File: src/sched_params.svh
`ifndef SCHED_PARAMS_SVH
`define SCHED_PARAMS_SVH

// scheduler geometry
`define NUM_PORTS       3
`define FIFOS_PER_PORT  3

// NUM_PORTS * FIFOS_PER_PORT
`define NUM_FIFOS       9

// index widths
// an element id holds either a fifo or a port index, so it takes the wider one
`define FIFO_ID_W       4
`define PORT_ID_W       2

// rank field of a queue element
`define RANK_W          5

// list depths
// level 1 holds at most one entry per fifo
`define L1_DEPTH        16

// level 2 holds at most one entry per port
`define L2_DEPTH        4

`endif

File: src/pieo_pkg.sv
`include "sched_params.svh"

package pieo_pkg;

    // one queued entry, fifo or port index plus its rank
    typedef struct packed {
        logic [`FIFO_ID_W-1:0] id;
        logic [`RANK_W-1:0]    rank;
    } elem_t;

    // extract request
    // asks for the smallest rank whose id lies in [range_lo, range_hi]
    typedef struct packed {
        logic                  valid;
        logic [`FIFO_ID_W-1:0] range_lo;
        logic [`FIFO_ID_W-1:0] range_hi;
    } deq_req_t;

    // extract answer, one cycle after the request
    // found low means nothing in range, elem is then meaningless
    typedef struct packed {
        logic                  valid;
        logic                  found;
        elem_t                 elem;
    } deq_res_t;

endpackage

File: src/sched_pkg.sv
`include "sched_params.svh"

package sched_pkg;

    // dequeue controller states
    typedef enum logic [2:0] {
        IDLE      = 3'd0,
        PORT_REQ  = 3'd1,
        PORT_WAIT = 3'd2,
        FIFO_REQ  = 3'd3,
        FIFO_WAIT = 3'd4,
        SEND      = 3'd5
    } state_t;

    // current grant, held while the packet is sent
    typedef struct packed {
        logic [`FIFO_ID_W-1:0] fifo_id;
        logic [`PORT_ID_W-1:0] port_id;
    } grant_t;

endpackage

File: src/enq_tracker.sv
`timescale 1ns/100ps

`include "sched_params.svh"

module enq_tracker #(
    parameter int N     = `NUM_FIFOS,
    parameter int GROUP = `FIFOS_PER_PORT
) (
    input  logic                  clk,
    input  logic                  rst,
    input  logic [N-1:0]          valid,
    input  logic [N-1:0]          release_vec,
    output logic                  enq_valid,
    input  logic                  enq_ready,
    output pieo_pkg::elem_t       enq_elem,
    output logic [N-1:0]          enqueued,
    output logic [`NUM_PORTS-1:0] group_valid
);

    localparam int IDX_W = (N > 1) ? $clog2(N) : 1;

    logic [N-1:0]     pending;
    logic [IDX_W-1:0] rr_ptr;
    logic [IDX_W-1:0] cand;
    logic             cand_found;
    logic             xfer;

    // valid entries not yet handed to the list
    assign pending = valid & ~enqueued;

    // search upward from the last enqueued index, wrapping around
    always_comb begin : rr_search
        int idx;
        cand_found = 1'b0;
        cand       = rr_ptr;
        for (int k = 1; k <= N; k++) begin
            idx = (int'(rr_ptr) + k) % N;
            if (!cand_found && pending[idx]) begin
                cand_found = 1'b1;
                cand       = IDX_W'(idx);
            end
        end
    end

    assign enq_valid   = cand_found;
    assign enq_elem.id = `FIFO_ID_W'(cand);

    // fifo level ranks by index, port level keeps arrival order
    assign enq_elem.rank = (N == `NUM_FIFOS) ? `RANK_W'(cand) : '0;

    assign xfer = enq_valid & enq_ready;

    always_ff @(posedge clk) begin
        if (rst) begin
            enqueued <= '0;
            // so that the first search starts at index 0
            rr_ptr   <= IDX_W'(N - 1);
        end else begin
            enqueued <= (enqueued & ~release_vec) | (xfer ? (N'(1) << cand) : '0);
            if (xfer) begin
                rr_ptr <= cand;
            end
        end
    end

    // one bit per group with any entry enqueued
    always_comb begin : group_or
        for (int g = 0; g < `NUM_PORTS; g++) begin
            group_valid[g] = |enqueued[g*GROUP +: GROUP];
        end
    end

    // the controller only gives back what it took from this tracker
    release_targets_enqueued: assert property (@(posedge clk) disable iff (rst)
        (release_vec & ~enqueued) == '0);

endmodule

File: src/pieo_list.sv
`timescale 1ns/100ps

`include "sched_params.svh"

module pieo_list #(
    parameter int DEPTH = `L1_DEPTH
) (
    input  logic               clk,
    input  logic               rst,
    input  logic               enq_valid,
    output logic               enq_ready,
    input  pieo_pkg::elem_t    enq_elem,
    input  pieo_pkg::deq_req_t deq_req,
    output pieo_pkg::deq_res_t deq_res
);

    // slot 0 is the head with the smallest rank
    pieo_pkg::elem_t  slot [DEPTH];
    logic [DEPTH-1:0] slot_vld;

    // contents after the extract, then after the insert
    pieo_pkg::elem_t  mid_slot [DEPTH];
    logic [DEPTH-1:0] mid_vld;
    pieo_pkg::elem_t  nxt_slot [DEPTH];
    logic [DEPTH-1:0] nxt_vld;

    logic             hit_found;
    int               hit_idx;
    logic             ins_found;
    int               ins_idx;
    logic             do_deq;
    logic             do_enq;
    logic             dup_id;

    assign enq_ready = ~slot_vld[DEPTH-1];
    assign do_enq    = enq_valid & enq_ready;

    // first slot in range is the smallest eligible rank
    always_comb begin : find_hit
        hit_found = 1'b0;
        hit_idx   = 0;
        for (int k = 0; k < DEPTH; k++) begin
            if (!hit_found && slot_vld[k] && slot[k].id >= deq_req.range_lo
                && slot[k].id <= deq_req.range_hi) begin
                hit_found = 1'b1;
                hit_idx   = k;
            end
        end
    end

    assign do_deq = deq_req.valid & hit_found;

    // close the gap behind the extracted slot
    always_comb begin : close_gap
        for (int k = 0; k < DEPTH - 1; k++) begin
            if (do_deq && k >= hit_idx) begin
                mid_slot[k] = slot[k+1];
                mid_vld[k]  = slot_vld[k+1];
            end else begin
                mid_slot[k] = slot[k];
                mid_vld[k]  = slot_vld[k];
            end
        end
        mid_slot[DEPTH-1] = slot[DEPTH-1];
        mid_vld[DEPTH-1]  = slot_vld[DEPTH-1] & ~do_deq;
    end

    // insert behind every entry of equal or lower rank
    always_comb begin : find_slot
        ins_found = 1'b0;
        ins_idx   = DEPTH - 1;
        for (int k = 0; k < DEPTH; k++) begin
            if (!ins_found && (!mid_vld[k] || mid_slot[k].rank > enq_elem.rank)) begin
                ins_found = 1'b1;
                ins_idx   = k;
            end
        end
    end

    always_comb begin : open_gap
        nxt_slot[0] = (do_enq && ins_idx == 0) ? enq_elem : mid_slot[0];
        nxt_vld[0]  = mid_vld[0] | (do_enq && ins_idx == 0);
        for (int k = 1; k < DEPTH; k++) begin
            if (do_enq && k == ins_idx) begin
                nxt_slot[k] = enq_elem;
                nxt_vld[k]  = 1'b1;
            end else if (do_enq && k > ins_idx) begin
                nxt_slot[k] = mid_slot[k-1];
                nxt_vld[k]  = mid_vld[k-1];
            end else begin
                nxt_slot[k] = mid_slot[k];
                nxt_vld[k]  = mid_vld[k];
            end
        end
    end

    // id already queued
    always_comb begin : dup_check
        dup_id = 1'b0;
        for (int k = 0; k < DEPTH; k++) begin
            if (slot_vld[k] && slot[k].id == enq_elem.id) begin
                dup_id = 1'b1;
            end
        end
    end

    always_ff @(posedge clk) begin
        if (rst) begin
            slot_vld <= '0;
            deq_res  <= '0;
        end else begin
            slot_vld      <= nxt_vld;
            deq_res.valid <= deq_req.valid;
            deq_res.found <= do_deq;
            deq_res.elem  <= slot[hit_idx];
        end
    end

    always_ff @(posedge clk) begin
        slot <= nxt_slot;
    end

    // valid slots stay packed at the head so the last slot shows full
    slots_packed_at_head: assert property (@(posedge clk) disable iff (rst)
        (slot_vld & (slot_vld + DEPTH'(1))) == '0);

    // the tracker must never hand over an entry twice
    no_duplicate_id: assert property (@(posedge clk) disable iff (rst)
        do_enq |-> !dup_id);

endmodule

File: src/sched_fsm.sv
`timescale 1ns/100ps

`include "sched_params.svh"

module sched_fsm (
    input  logic                  clk,
    input  logic                  rst,
    input  logic [`NUM_FIFOS-1:0] fifo_tlast,
    output pieo_pkg::deq_req_t    l2_req,
    input  pieo_pkg::deq_res_t    l2_res,
    output pieo_pkg::deq_req_t    l1_req,
    input  pieo_pkg::deq_res_t    l1_res,
    output logic [`NUM_FIFOS-1:0] fifo_release,
    output logic [`NUM_PORTS-1:0] port_release,
    output logic [`FIFO_ID_W-1:0] sel_out,
    output logic                  en_out
);

    sched_pkg::state_t     state;
    sched_pkg::grant_t     grant;
    logic [`NUM_FIFOS-1:0] tlast_prev;
    logic [`NUM_FIFOS-1:0] tlast_rise;
    logic [`FIFO_ID_W-1:0] range_base;
    logic                  pkt_end;

    // end of packet is the rising edge of the granted fifo's tlast
    assign tlast_rise = fifo_tlast & ~tlast_prev;
    assign pkt_end    = tlast_rise[grant.fifo_id];

    // first fifo of the granted port
    assign range_base = `FIFO_ID_W'(grant.port_id * `FIFOS_PER_PORT);

    always_comb begin : req_drive
        l2_req          = '0;
        l2_req.valid    = (state == sched_pkg::PORT_REQ);
        l2_req.range_hi = `FIFO_ID_W'(`NUM_PORTS - 1);
        l1_req          = '0;
        l1_req.valid    = (state == sched_pkg::FIFO_REQ);
        l1_req.range_lo = range_base;
        l1_req.range_hi = range_base + `FIFO_ID_W'(`FIFOS_PER_PORT - 1);
    end

    always_ff @(posedge clk) begin
        if (rst) begin
            state        <= sched_pkg::IDLE;
            grant        <= '0;
            tlast_prev   <= '0;
            fifo_release <= '0;
            port_release <= '0;
        end else begin
            tlast_prev   <= fifo_tlast;
            fifo_release <= '0;
            port_release <= '0;
            case (state)
                sched_pkg::IDLE: begin
                    state <= sched_pkg::PORT_REQ;
                end
                sched_pkg::PORT_REQ: begin
                    state <= sched_pkg::PORT_WAIT;
                end
                sched_pkg::PORT_WAIT: begin
                    // nothing queued at level 2 so poll again
                    if (l2_res.valid && l2_res.found) begin
                        grant.port_id <= l2_res.elem.id[`PORT_ID_W-1:0];
                        state         <= sched_pkg::FIFO_REQ;
                    end else begin
                        state <= sched_pkg::IDLE;
                    end
                end
                sched_pkg::FIFO_REQ: begin
                    state <= sched_pkg::FIFO_WAIT;
                end
                sched_pkg::FIFO_WAIT: begin
                    if (l1_res.valid && l1_res.found) begin
                        grant.fifo_id <= l1_res.elem.id;
                        state         <= sched_pkg::SEND;
                    end else begin
                        // hand the port back so it can be queued again
                        port_release <= `NUM_PORTS'(1) << grant.port_id;
                        state        <= sched_pkg::IDLE;
                    end
                end
                sched_pkg::SEND: begin
                    if (pkt_end) begin
                        fifo_release <= `NUM_FIFOS'(1) << grant.fifo_id;
                        port_release <= `NUM_PORTS'(1) << grant.port_id;
                        state        <= sched_pkg::IDLE;
                    end
                end
                default: begin
                    state <= sched_pkg::IDLE;
                end
            endcase
        end
    end

    assign en_out  = (state == sched_pkg::SEND);
    assign sel_out = grant.fifo_id;

    // a port only reaches level 2 once one of its fifos sits in level 1
    l1_always_found: assert property (@(posedge clk) disable iff (rst)
        l1_res.valid |-> l1_res.found);

    // the level-1 list only hands out fifos of the granted port
    sel_in_granted_port: assert property (@(posedge clk) disable iff (rst)
        en_out |-> (sel_out >= range_base
            && sel_out <= range_base + `FIFO_ID_W'(`FIFOS_PER_PORT - 1)));

endmodule

File: src/pieo_hier_sched.sv
`timescale 1ns/100ps

`include "sched_params.svh"

module pieo_hier_sched (
    input  logic                  clk,
    input  logic                  rst,
    input  logic [`NUM_FIFOS-1:0] fifo_tvalid,
    input  logic [`NUM_FIFOS-1:0] fifo_tlast,
    output logic [`FIFO_ID_W-1:0] sel_out,
    output logic                  en_out
);

    // ports with at least one fifo enqueued at level 1
    logic [`NUM_PORTS-1:0] port_valid;
    logic [`NUM_FIFOS-1:0] fifo_release;
    logic [`NUM_PORTS-1:0] port_release;

    logic                  l1_enq_valid;
    logic                  l1_enq_ready;
    pieo_pkg::elem_t       l1_enq_elem;
    pieo_pkg::deq_req_t    l1_req;
    pieo_pkg::deq_res_t    l1_res;

    logic                  l2_enq_valid;
    logic                  l2_enq_ready;
    pieo_pkg::elem_t       l2_enq_elem;
    pieo_pkg::deq_req_t    l2_req;
    pieo_pkg::deq_res_t    l2_res;

    // level 1, fifos ranked by index
    enq_tracker #(.N(`NUM_FIFOS), .GROUP(`FIFOS_PER_PORT)) u_fifo_trk (
        .clk(clk), .rst(rst),
        .valid(fifo_tvalid), .release_vec(fifo_release),
        .enq_valid(l1_enq_valid), .enq_ready(l1_enq_ready), .enq_elem(l1_enq_elem),
        .enqueued(), .group_valid(port_valid)
    );

    pieo_list #(.DEPTH(`L1_DEPTH)) u_l1_list (
        .clk(clk), .rst(rst),
        .enq_valid(l1_enq_valid), .enq_ready(l1_enq_ready), .enq_elem(l1_enq_elem),
        .deq_req(l1_req), .deq_res(l1_res)
    );

    // level 2, ports in arrival order
    enq_tracker #(.N(`NUM_PORTS), .GROUP(1)) u_port_trk (
        .clk(clk), .rst(rst),
        .valid(port_valid), .release_vec(port_release),
        .enq_valid(l2_enq_valid), .enq_ready(l2_enq_ready), .enq_elem(l2_enq_elem),
        .enqueued(), .group_valid()
    );

    pieo_list #(.DEPTH(`L2_DEPTH)) u_l2_list (
        .clk(clk), .rst(rst),
        .enq_valid(l2_enq_valid), .enq_ready(l2_enq_ready), .enq_elem(l2_enq_elem),
        .deq_req(l2_req), .deq_res(l2_res)
    );

    sched_fsm u_fsm (
        .clk(clk), .rst(rst),
        .fifo_tlast(fifo_tlast),
        .l2_req(l2_req), .l2_res(l2_res),
        .l1_req(l1_req), .l1_res(l1_res),
        .fifo_release(fifo_release), .port_release(port_release),
        .sel_out(sel_out), .en_out(en_out)
    );

endmodule

File: config.mk
export PLATFORM = sky130hd
export DESIGN_NAME = pieo_hier_sched
export DESIGN_NICKNAME = d
export VERILOG_FILES = /design/src/pieo_pkg.sv /design/src/sched_pkg.sv /design/src/enq_tracker.sv /design/src/pieo_list.sv /design/src/sched_fsm.sv /design/src/pieo_hier_sched.sv
export VERILOG_INCLUDE_DIRS = /design/src /design/src/src
export SDC_FILE = /design/constraint.sdc
export NUM_CORES = 1
export LEC_CHECK = 0
export BUFFER_PORTS_ARGS = -buffer_cell sky130_fd_sc_hd__buf_2
export CORE_MARGIN = 8
export CORE_UTILIZATION = 39
export CTS_CLUSTER_DIAMETER = 200
export CTS_CLUSTER_SIZE = 28
export DETAILED_ROUTE_END_ITERATION = 12
export GPL_ROUTABILITY_DRIVEN = 0
export SLEW_MARGIN = 20
export SYNTH_ARGS = -nofsm -noshare
export SYNTH_HDL_FRONTEND = slang
export SYNTH_SLANG_ARGS = --single-unit
export TNS_END_PERCENT = 30
File: constraint.sdc
create_clock -name clk -period 11.4 [get_ports clk]
set_clock_uncertainty 0.15 [all_clocks]
set_input_delay 1.71 -clock clk [delete_from_list [all_inputs] [get_ports clk]]
set_output_delay 1.71 -clock clk [all_outputs]
set_load 0.01 [all_outputs]
==> impl_metrics.tcl, run 1 <==
set metrics [dict create \
    status "complete, no violations" \
    slew_headroom_pct 28.1 \
    routed_wl_um 78300 \
    synthCells 2853 \
    max_stage_delay_ns 0.58 \
    track_usage_pct 22.1 \
    drive_above_1_share_pct 10.7 \
    synth_common_cells "nand2_1 (258), dfxtp_1 (248), nor2_1 (247), ha_1 (231), a21oi_1 (209)" \
    dp.cells 3565 \
    die-width_um 258 \
    multi_input_area_um2 16600 \
    cts_root_buf "clkbuf_16" \
    dp_hpwl_um 58200 \
    yosysTopAreaCellShare_pct 21.6 \
    htreeDepth 1 \
    start_util_pct 39.2 \
    grt_pass1_wl_um 121000 \
    synth_fp_nets 3104 \
    utilization_pct 41.7 \
    regArea_um2 5270 \
    slowest_stage "buf_4" \
    path_clk_slew_ns 0.13 \
    ys_ff_latch 258 \
    synth_cell_type_count 116 \
    dominantRegCellSynth "dfxtp_1" \
    synth_warnings 0 \
    clock_path_buffers 3 \
    io_buffer_count 24 \
    cp-end-kind "register" \
    setup_viol 0 \
    synth_seq_area_share_pct 23.0 \
    required_ns 11.72 \
    slew_violations 0 \
    ant_nets 0 \
    clk_latency_ns 0.54 \
    start_kind "register" \
    max_freq_mhz 91.8 \
    antenna_found_initial 0 \
    cts_buffers 13 \
    worst_pin_slew_ns 1.08 \
    syn_to_final_growth_pct 6.41 \
    hold_viol_final 0 \
    dieHeight_um 258 \
    coreArea_um2 58600 \
    cts_tree "built" \
    synth_top_cell_by_area "dfxtp_1" \
    clock_sinks 258 \
    first_pass_iters 8 \
    first_iter_violations 2503 \
    netlist_area_um2 22900 \
    hold_class "register to register" \
    num_io_pins 25 \
    fin_setup_tns_ns 0 \
    ys_top_cells_by_area "dfxtp_1 (22%), ha_1 (13%), mux2i_1 (7.3%), a21oi_1 (4.6%), mux2_2 (4.3%)" \
    drt-vias-per-instance 6.20 \
    num-fill-cells 5895 \
    drc 0 \
    dieArea_um2 66800 \
    fin_crit_sh_pct 95.6 \
    vias 22300 \
    syn_area_per_cell_um2 8.04 \
    grt_max_degree 71 \
    rows 89 \
    max_cap_violations 0 \
    crit_path_max_fanout 58 \
    grt_pass1_vias 21200 \
    path_class "register to register" \
    drt-wirelength-per-cell_um 21.7 \
    finalNonFillerCells 3599 \
    arrival_ns 11.21 \
    fin_crit_ns 10.90 \
    n_antenna_cell 0 \
    synth.most_common_cell "nand2_1" \
    synth-edff-count 10 \
    grt_remaining_overflow 0 \
    nNetsFinal 3074 \
    ys_async_sr_fraction_pct 0 \
    postCtsHoldBufs 0 \
]
[registers in the layout, indices dropped and copies added (netlist names), 6 cells and up]
register	flops
u_fifo_trk.enqueued	9
u_fsm.fifo_release	9
u_fsm.tlast_prev	9
u_l1_list.deq_res	6
u_l1_list.mid_slot	9
u_l1_list.slot	135
u_l1_list.slot_vld	16
u_l2_list.mid_slot	9
u_l2_list.slot	27
[cell families (layout without fill, tap and decap cells)]
| family | Yosys count | in the layout | synth area share, % |
|---|---|---|---|
| AOI/OAI and AO/OA | 822 | 822 | 24.0 |
| xor gates and xnor gates | 35 | 35 | 1.42 |
| adders and majority gates | 231 | 231 | 12.6 |
| buffers and inverters | 277 | 250 | 5.01 |
| DFF | 258 | 258 | 23.0 |
| muxes | 270 | 270 | 13.0 |
| and+or+nand+nor | 960 | 960 | 20.9 |
[layout by cell type, fill, tap and decap left out, drive strengths merged, types with 72 or more instances in the layout]
cell type,instances
o21ai,196
nor3,72
dfxtp,248
buf,88
nor2,250
inv,144
a21oi,215
mux2i,168
nand2,259
mux2,88
ha,231
[through the flow]
stage	hold slack [ns]	instance area (µm²)	setup slack [ns]
after floorplan	0.248	22900	0.170
after global placement	0.255	23800	0.441
after detailed placement	0.262	23800	0.118
after CTS	0.280	24200	0.0874
after global routing	0.299	24400	-0.00630
final	0.278	24400	0.502
[worst paths after layout]
path | from | end | slack (ns) | depth (start not counted)
worst min-delay path | u_fsm.fifo_release[7]$_SDFF_PP0_ | u_fifo_trk.enqueued[7]$_SDFF_PP0_ | 0.28 | 1
worst min register to register | u_fsm.fifo_release[7]$_SDFF_PP0_ | u_fifo_trk.enqueued[7]$_SDFF_PP0_ | 0.28 | 1
worst max-delay path | u_fifo_trk.rr_ptr[0]$_SDFFE_PP0P_ | u_l1_list.slot[98]$_DFF_P_ | 0.50 | 39
worst max register to register | u_fifo_trk.rr_ptr[0]$_SDFFE_PP0P_ | u_l1_list.slot[98]$_DFF_P_ | 0.50 | 39
[per-layer routing]
layer,track usage [%],vias to the layer above,wire (µm)
li1,-,10500,-
met1,30.5,10700,35000
met2,35.0,979,34800
met3,2.32,200,5190
met4,9.25,0,3290
met5,0,-,0
[critical path, delay by kind of cell, from the launching register on]
family	cells	cell delay [ns]
buf+inv	6	1.41
mux	5	1.69
flops	1	0.35
fa+ha+maj	4	1.37
compound gates	13	3.44
xor+xnor	2	0.50
simple gates	9	1.91
[area by class of cell]
type | count | share of cell area (%)
sequential | 258 | 21.6
clock buffer | 16 | 1.38
inverter | 144 | 2.21
tap | 773 | 3.96
clock inverter | 2 | 0.108
timing repair buffer | 88 | 2.67
multi-input combinational | 2318 | 68.1
[what timing repair did]
action	in CTS	in global routing
endpoints found under the setup margin	0	143
resized for setup	0	12
buffers inserted	0	16
Power of run 1 is not shown: default switching activity piles up to over one toggle a cycle in this logic, so the estimate is an artifact.
==> inputs of run 2 (changes only) <==
Settings changed: CORE_UTILIZATION 39 to 55, PLACE_DENSITY set to 0.74.
==> impl_metrics.tcl, run 2 (same netlist as run 1, synthesis figures left out) <==
set metrics [dict create \
    status "complete, no violations" \
    min_to "u_fifo_trk.enqueued[7]$_SDFF_PP0_" \
    drive_above_1_share_pct 10.3 \
    placed_cell_area_um2 23500 \
    cts_buffers 13 \
    hold_class "register to register" \
    crit-reg2reg-launch "u_fifo_trk.rr_ptr[2]$_SDFFE_PP0P_" \
    io_buffer_count 24 \
    reg2regPathDepth 35 \
    grt_pass1_vias 21600 \
    coreArea_um2 41600 \
    slew_violations 0 \
    rows 75 \
    max_cap_violations 0 \
    ant_nets 0 \
    antenna_found_initial 0 \
    max_stage_delay_ns 0.64 \
    cts_tree "built" \
    arrival_ns 11.29 \
    grt_max_degree 71 \
    fin_crit_ns 11.02 \
    slew_headroom_pct 26.9 \
    worst_pin_slew_ns 1.09 \
    crit_family "simple AND/OR/NAND/NOR gates" \
    crit_path_max_fanout 16 \
    cts_root_buf "clkbuf_16" \
    cp-end-kind "register" \
    largest_reg_flops 135 \
    hold_depth 1 \
    syn_to_final_growth_pct 4.61 \
    clk_latency_ns 0.52 \
    clock_sinks 258 \
    first_iter_violations 2694 \
    slowest_stage "dfxtp_1" \
    die-width_um 220 \
    dp_hpwl_um 55100 \
    htreeDepth 1 \
    max_freq_mhz 90.7 \
    fin_crit_sh_pct 96.7 \
    finish.instance_area_um2 24000 \
    start_util_pct 55.2 \
    grt_remaining_overflow 0 \
    postCtsHoldBufs 0 \
    regToRegEndpoint "u_l1_list.slot[49]$_SDFF_PP0_" \
    track_usage_pct 29.5 \
    dp.cells 3328 \
    mostFrequentLayoutCells "nand2_1 (258), nor2_1 (247), dfxtp_1 (247), ha_1 (230), a21oi_1 (208)" \
    startpoint "u_fifo_trk.rr_ptr[2]$_SDFFE_PP0P_" \
    vias 22800 \
    hold_viol_final 0 \
    mostFrequentLayoutCell "nand2_1" \
    top_regs "u_l1_list.slot x135, u_l2_list.slot x27, u_l1_list.slot_vld x16" \
    dieHeight_um 220 \
    min_from "u_fsm.fifo_release[7]$_SDFF_PP0_" \
    drt-vias-per-instance 6.79 \
    required_ns 11.66 \
    path_class "register to register" \
    drc 0 \
    setup_viol 0 \
    path_clk_slew_ns 0.12 \
    grt_pass1_wl_um 116000 \
    clock_path_buffers 3 \
    drt-wirelength-per-cell_um 22.3 \
    nNetsFinal 3063 \
    n_antenna_cell 0 \
    rrSetupSlack_ns 0.38 \
    start_kind "register" \
    regMostFlops "u_l1_list.slot" \
    routed_wl_um 74700 \
    num_io_pins 25 \
    finalNonFillerCells 3352 \
    first_pass_iters 7 \
    dieArea_um2 48500 \
    timing.critical_path.buf_inv 4 \
]
## run 2: layout make-up
class	instances	area [µm²]
clock buffers	15	333
clock inverters	1	30.0
fillers	3756	17600
inverters	144	541
multi-input cells	2318	16600
flip-flops and latches	258	5270
well taps	539	674
repair buffers	77	543
## run 2: what timing repair did
action,in CTS,in global routing
gates resized for setup,0,12
setup endpoints to repair,0,155
setup buffers,0,8
## run 2: how the worst max path moves through the flow
stage | end | slack, ns | cells after the start
6_report | u_l1_list.slot[49]$_SDFF_PP0_ | 0.38 | 35
5_1_grt | u_l1_list.slot[49]$_SDFF_PP0_ | -0.02 | 38
4_1_cts | u_l1_list.slot[94]$_SDFF_PP0_ | 0.05 | 37
3_5_place_dp | u_l1_list.slot[94]$_SDFF_PP0_ | 0.16 | 37
3_3_place_gp | u_l1_list.slot[94]$_SDFF_PP0_ | 0.52 | 37
2_1_floorplan | u_l1_list.slot[94]$_SDFF_PP0_ | 0.17 | 44
## run 2: per-layer routing
| layer | track usage, % | routed length (µm) | up-vias |
|---|---|---|---|
| li1 | - | - | 10400 |
| met1 | 38.1 | 30600 | 10800 |
| met2 | 47.6 | 33300 | 1239 |
| met3 | 4.14 | 6750 | 300 |
| met4 | 15.2 | 4110 | 0 |
| met5 | 0 | 0 | - |
## run 2: stage by stage
step | setup TNS [ns] | setup WS (ns) | util [%] | hold WS, ns
after floorplan | 0 | 0.170 | - | 0.248
final | 0 | 0.378 | 57.7 | 0.260
after CTS | 0 | 0.0489 | 57.3 | 0.263
after global placement | 0 | 0.520 | 56.5 | 0.262
after global routing | -0.0169 | -0.0169 | 57.7 | 0.287
after detailed placement | 0 | 0.163 | 56.5 | 0.256
Power of run 2 is left out for the same reason.
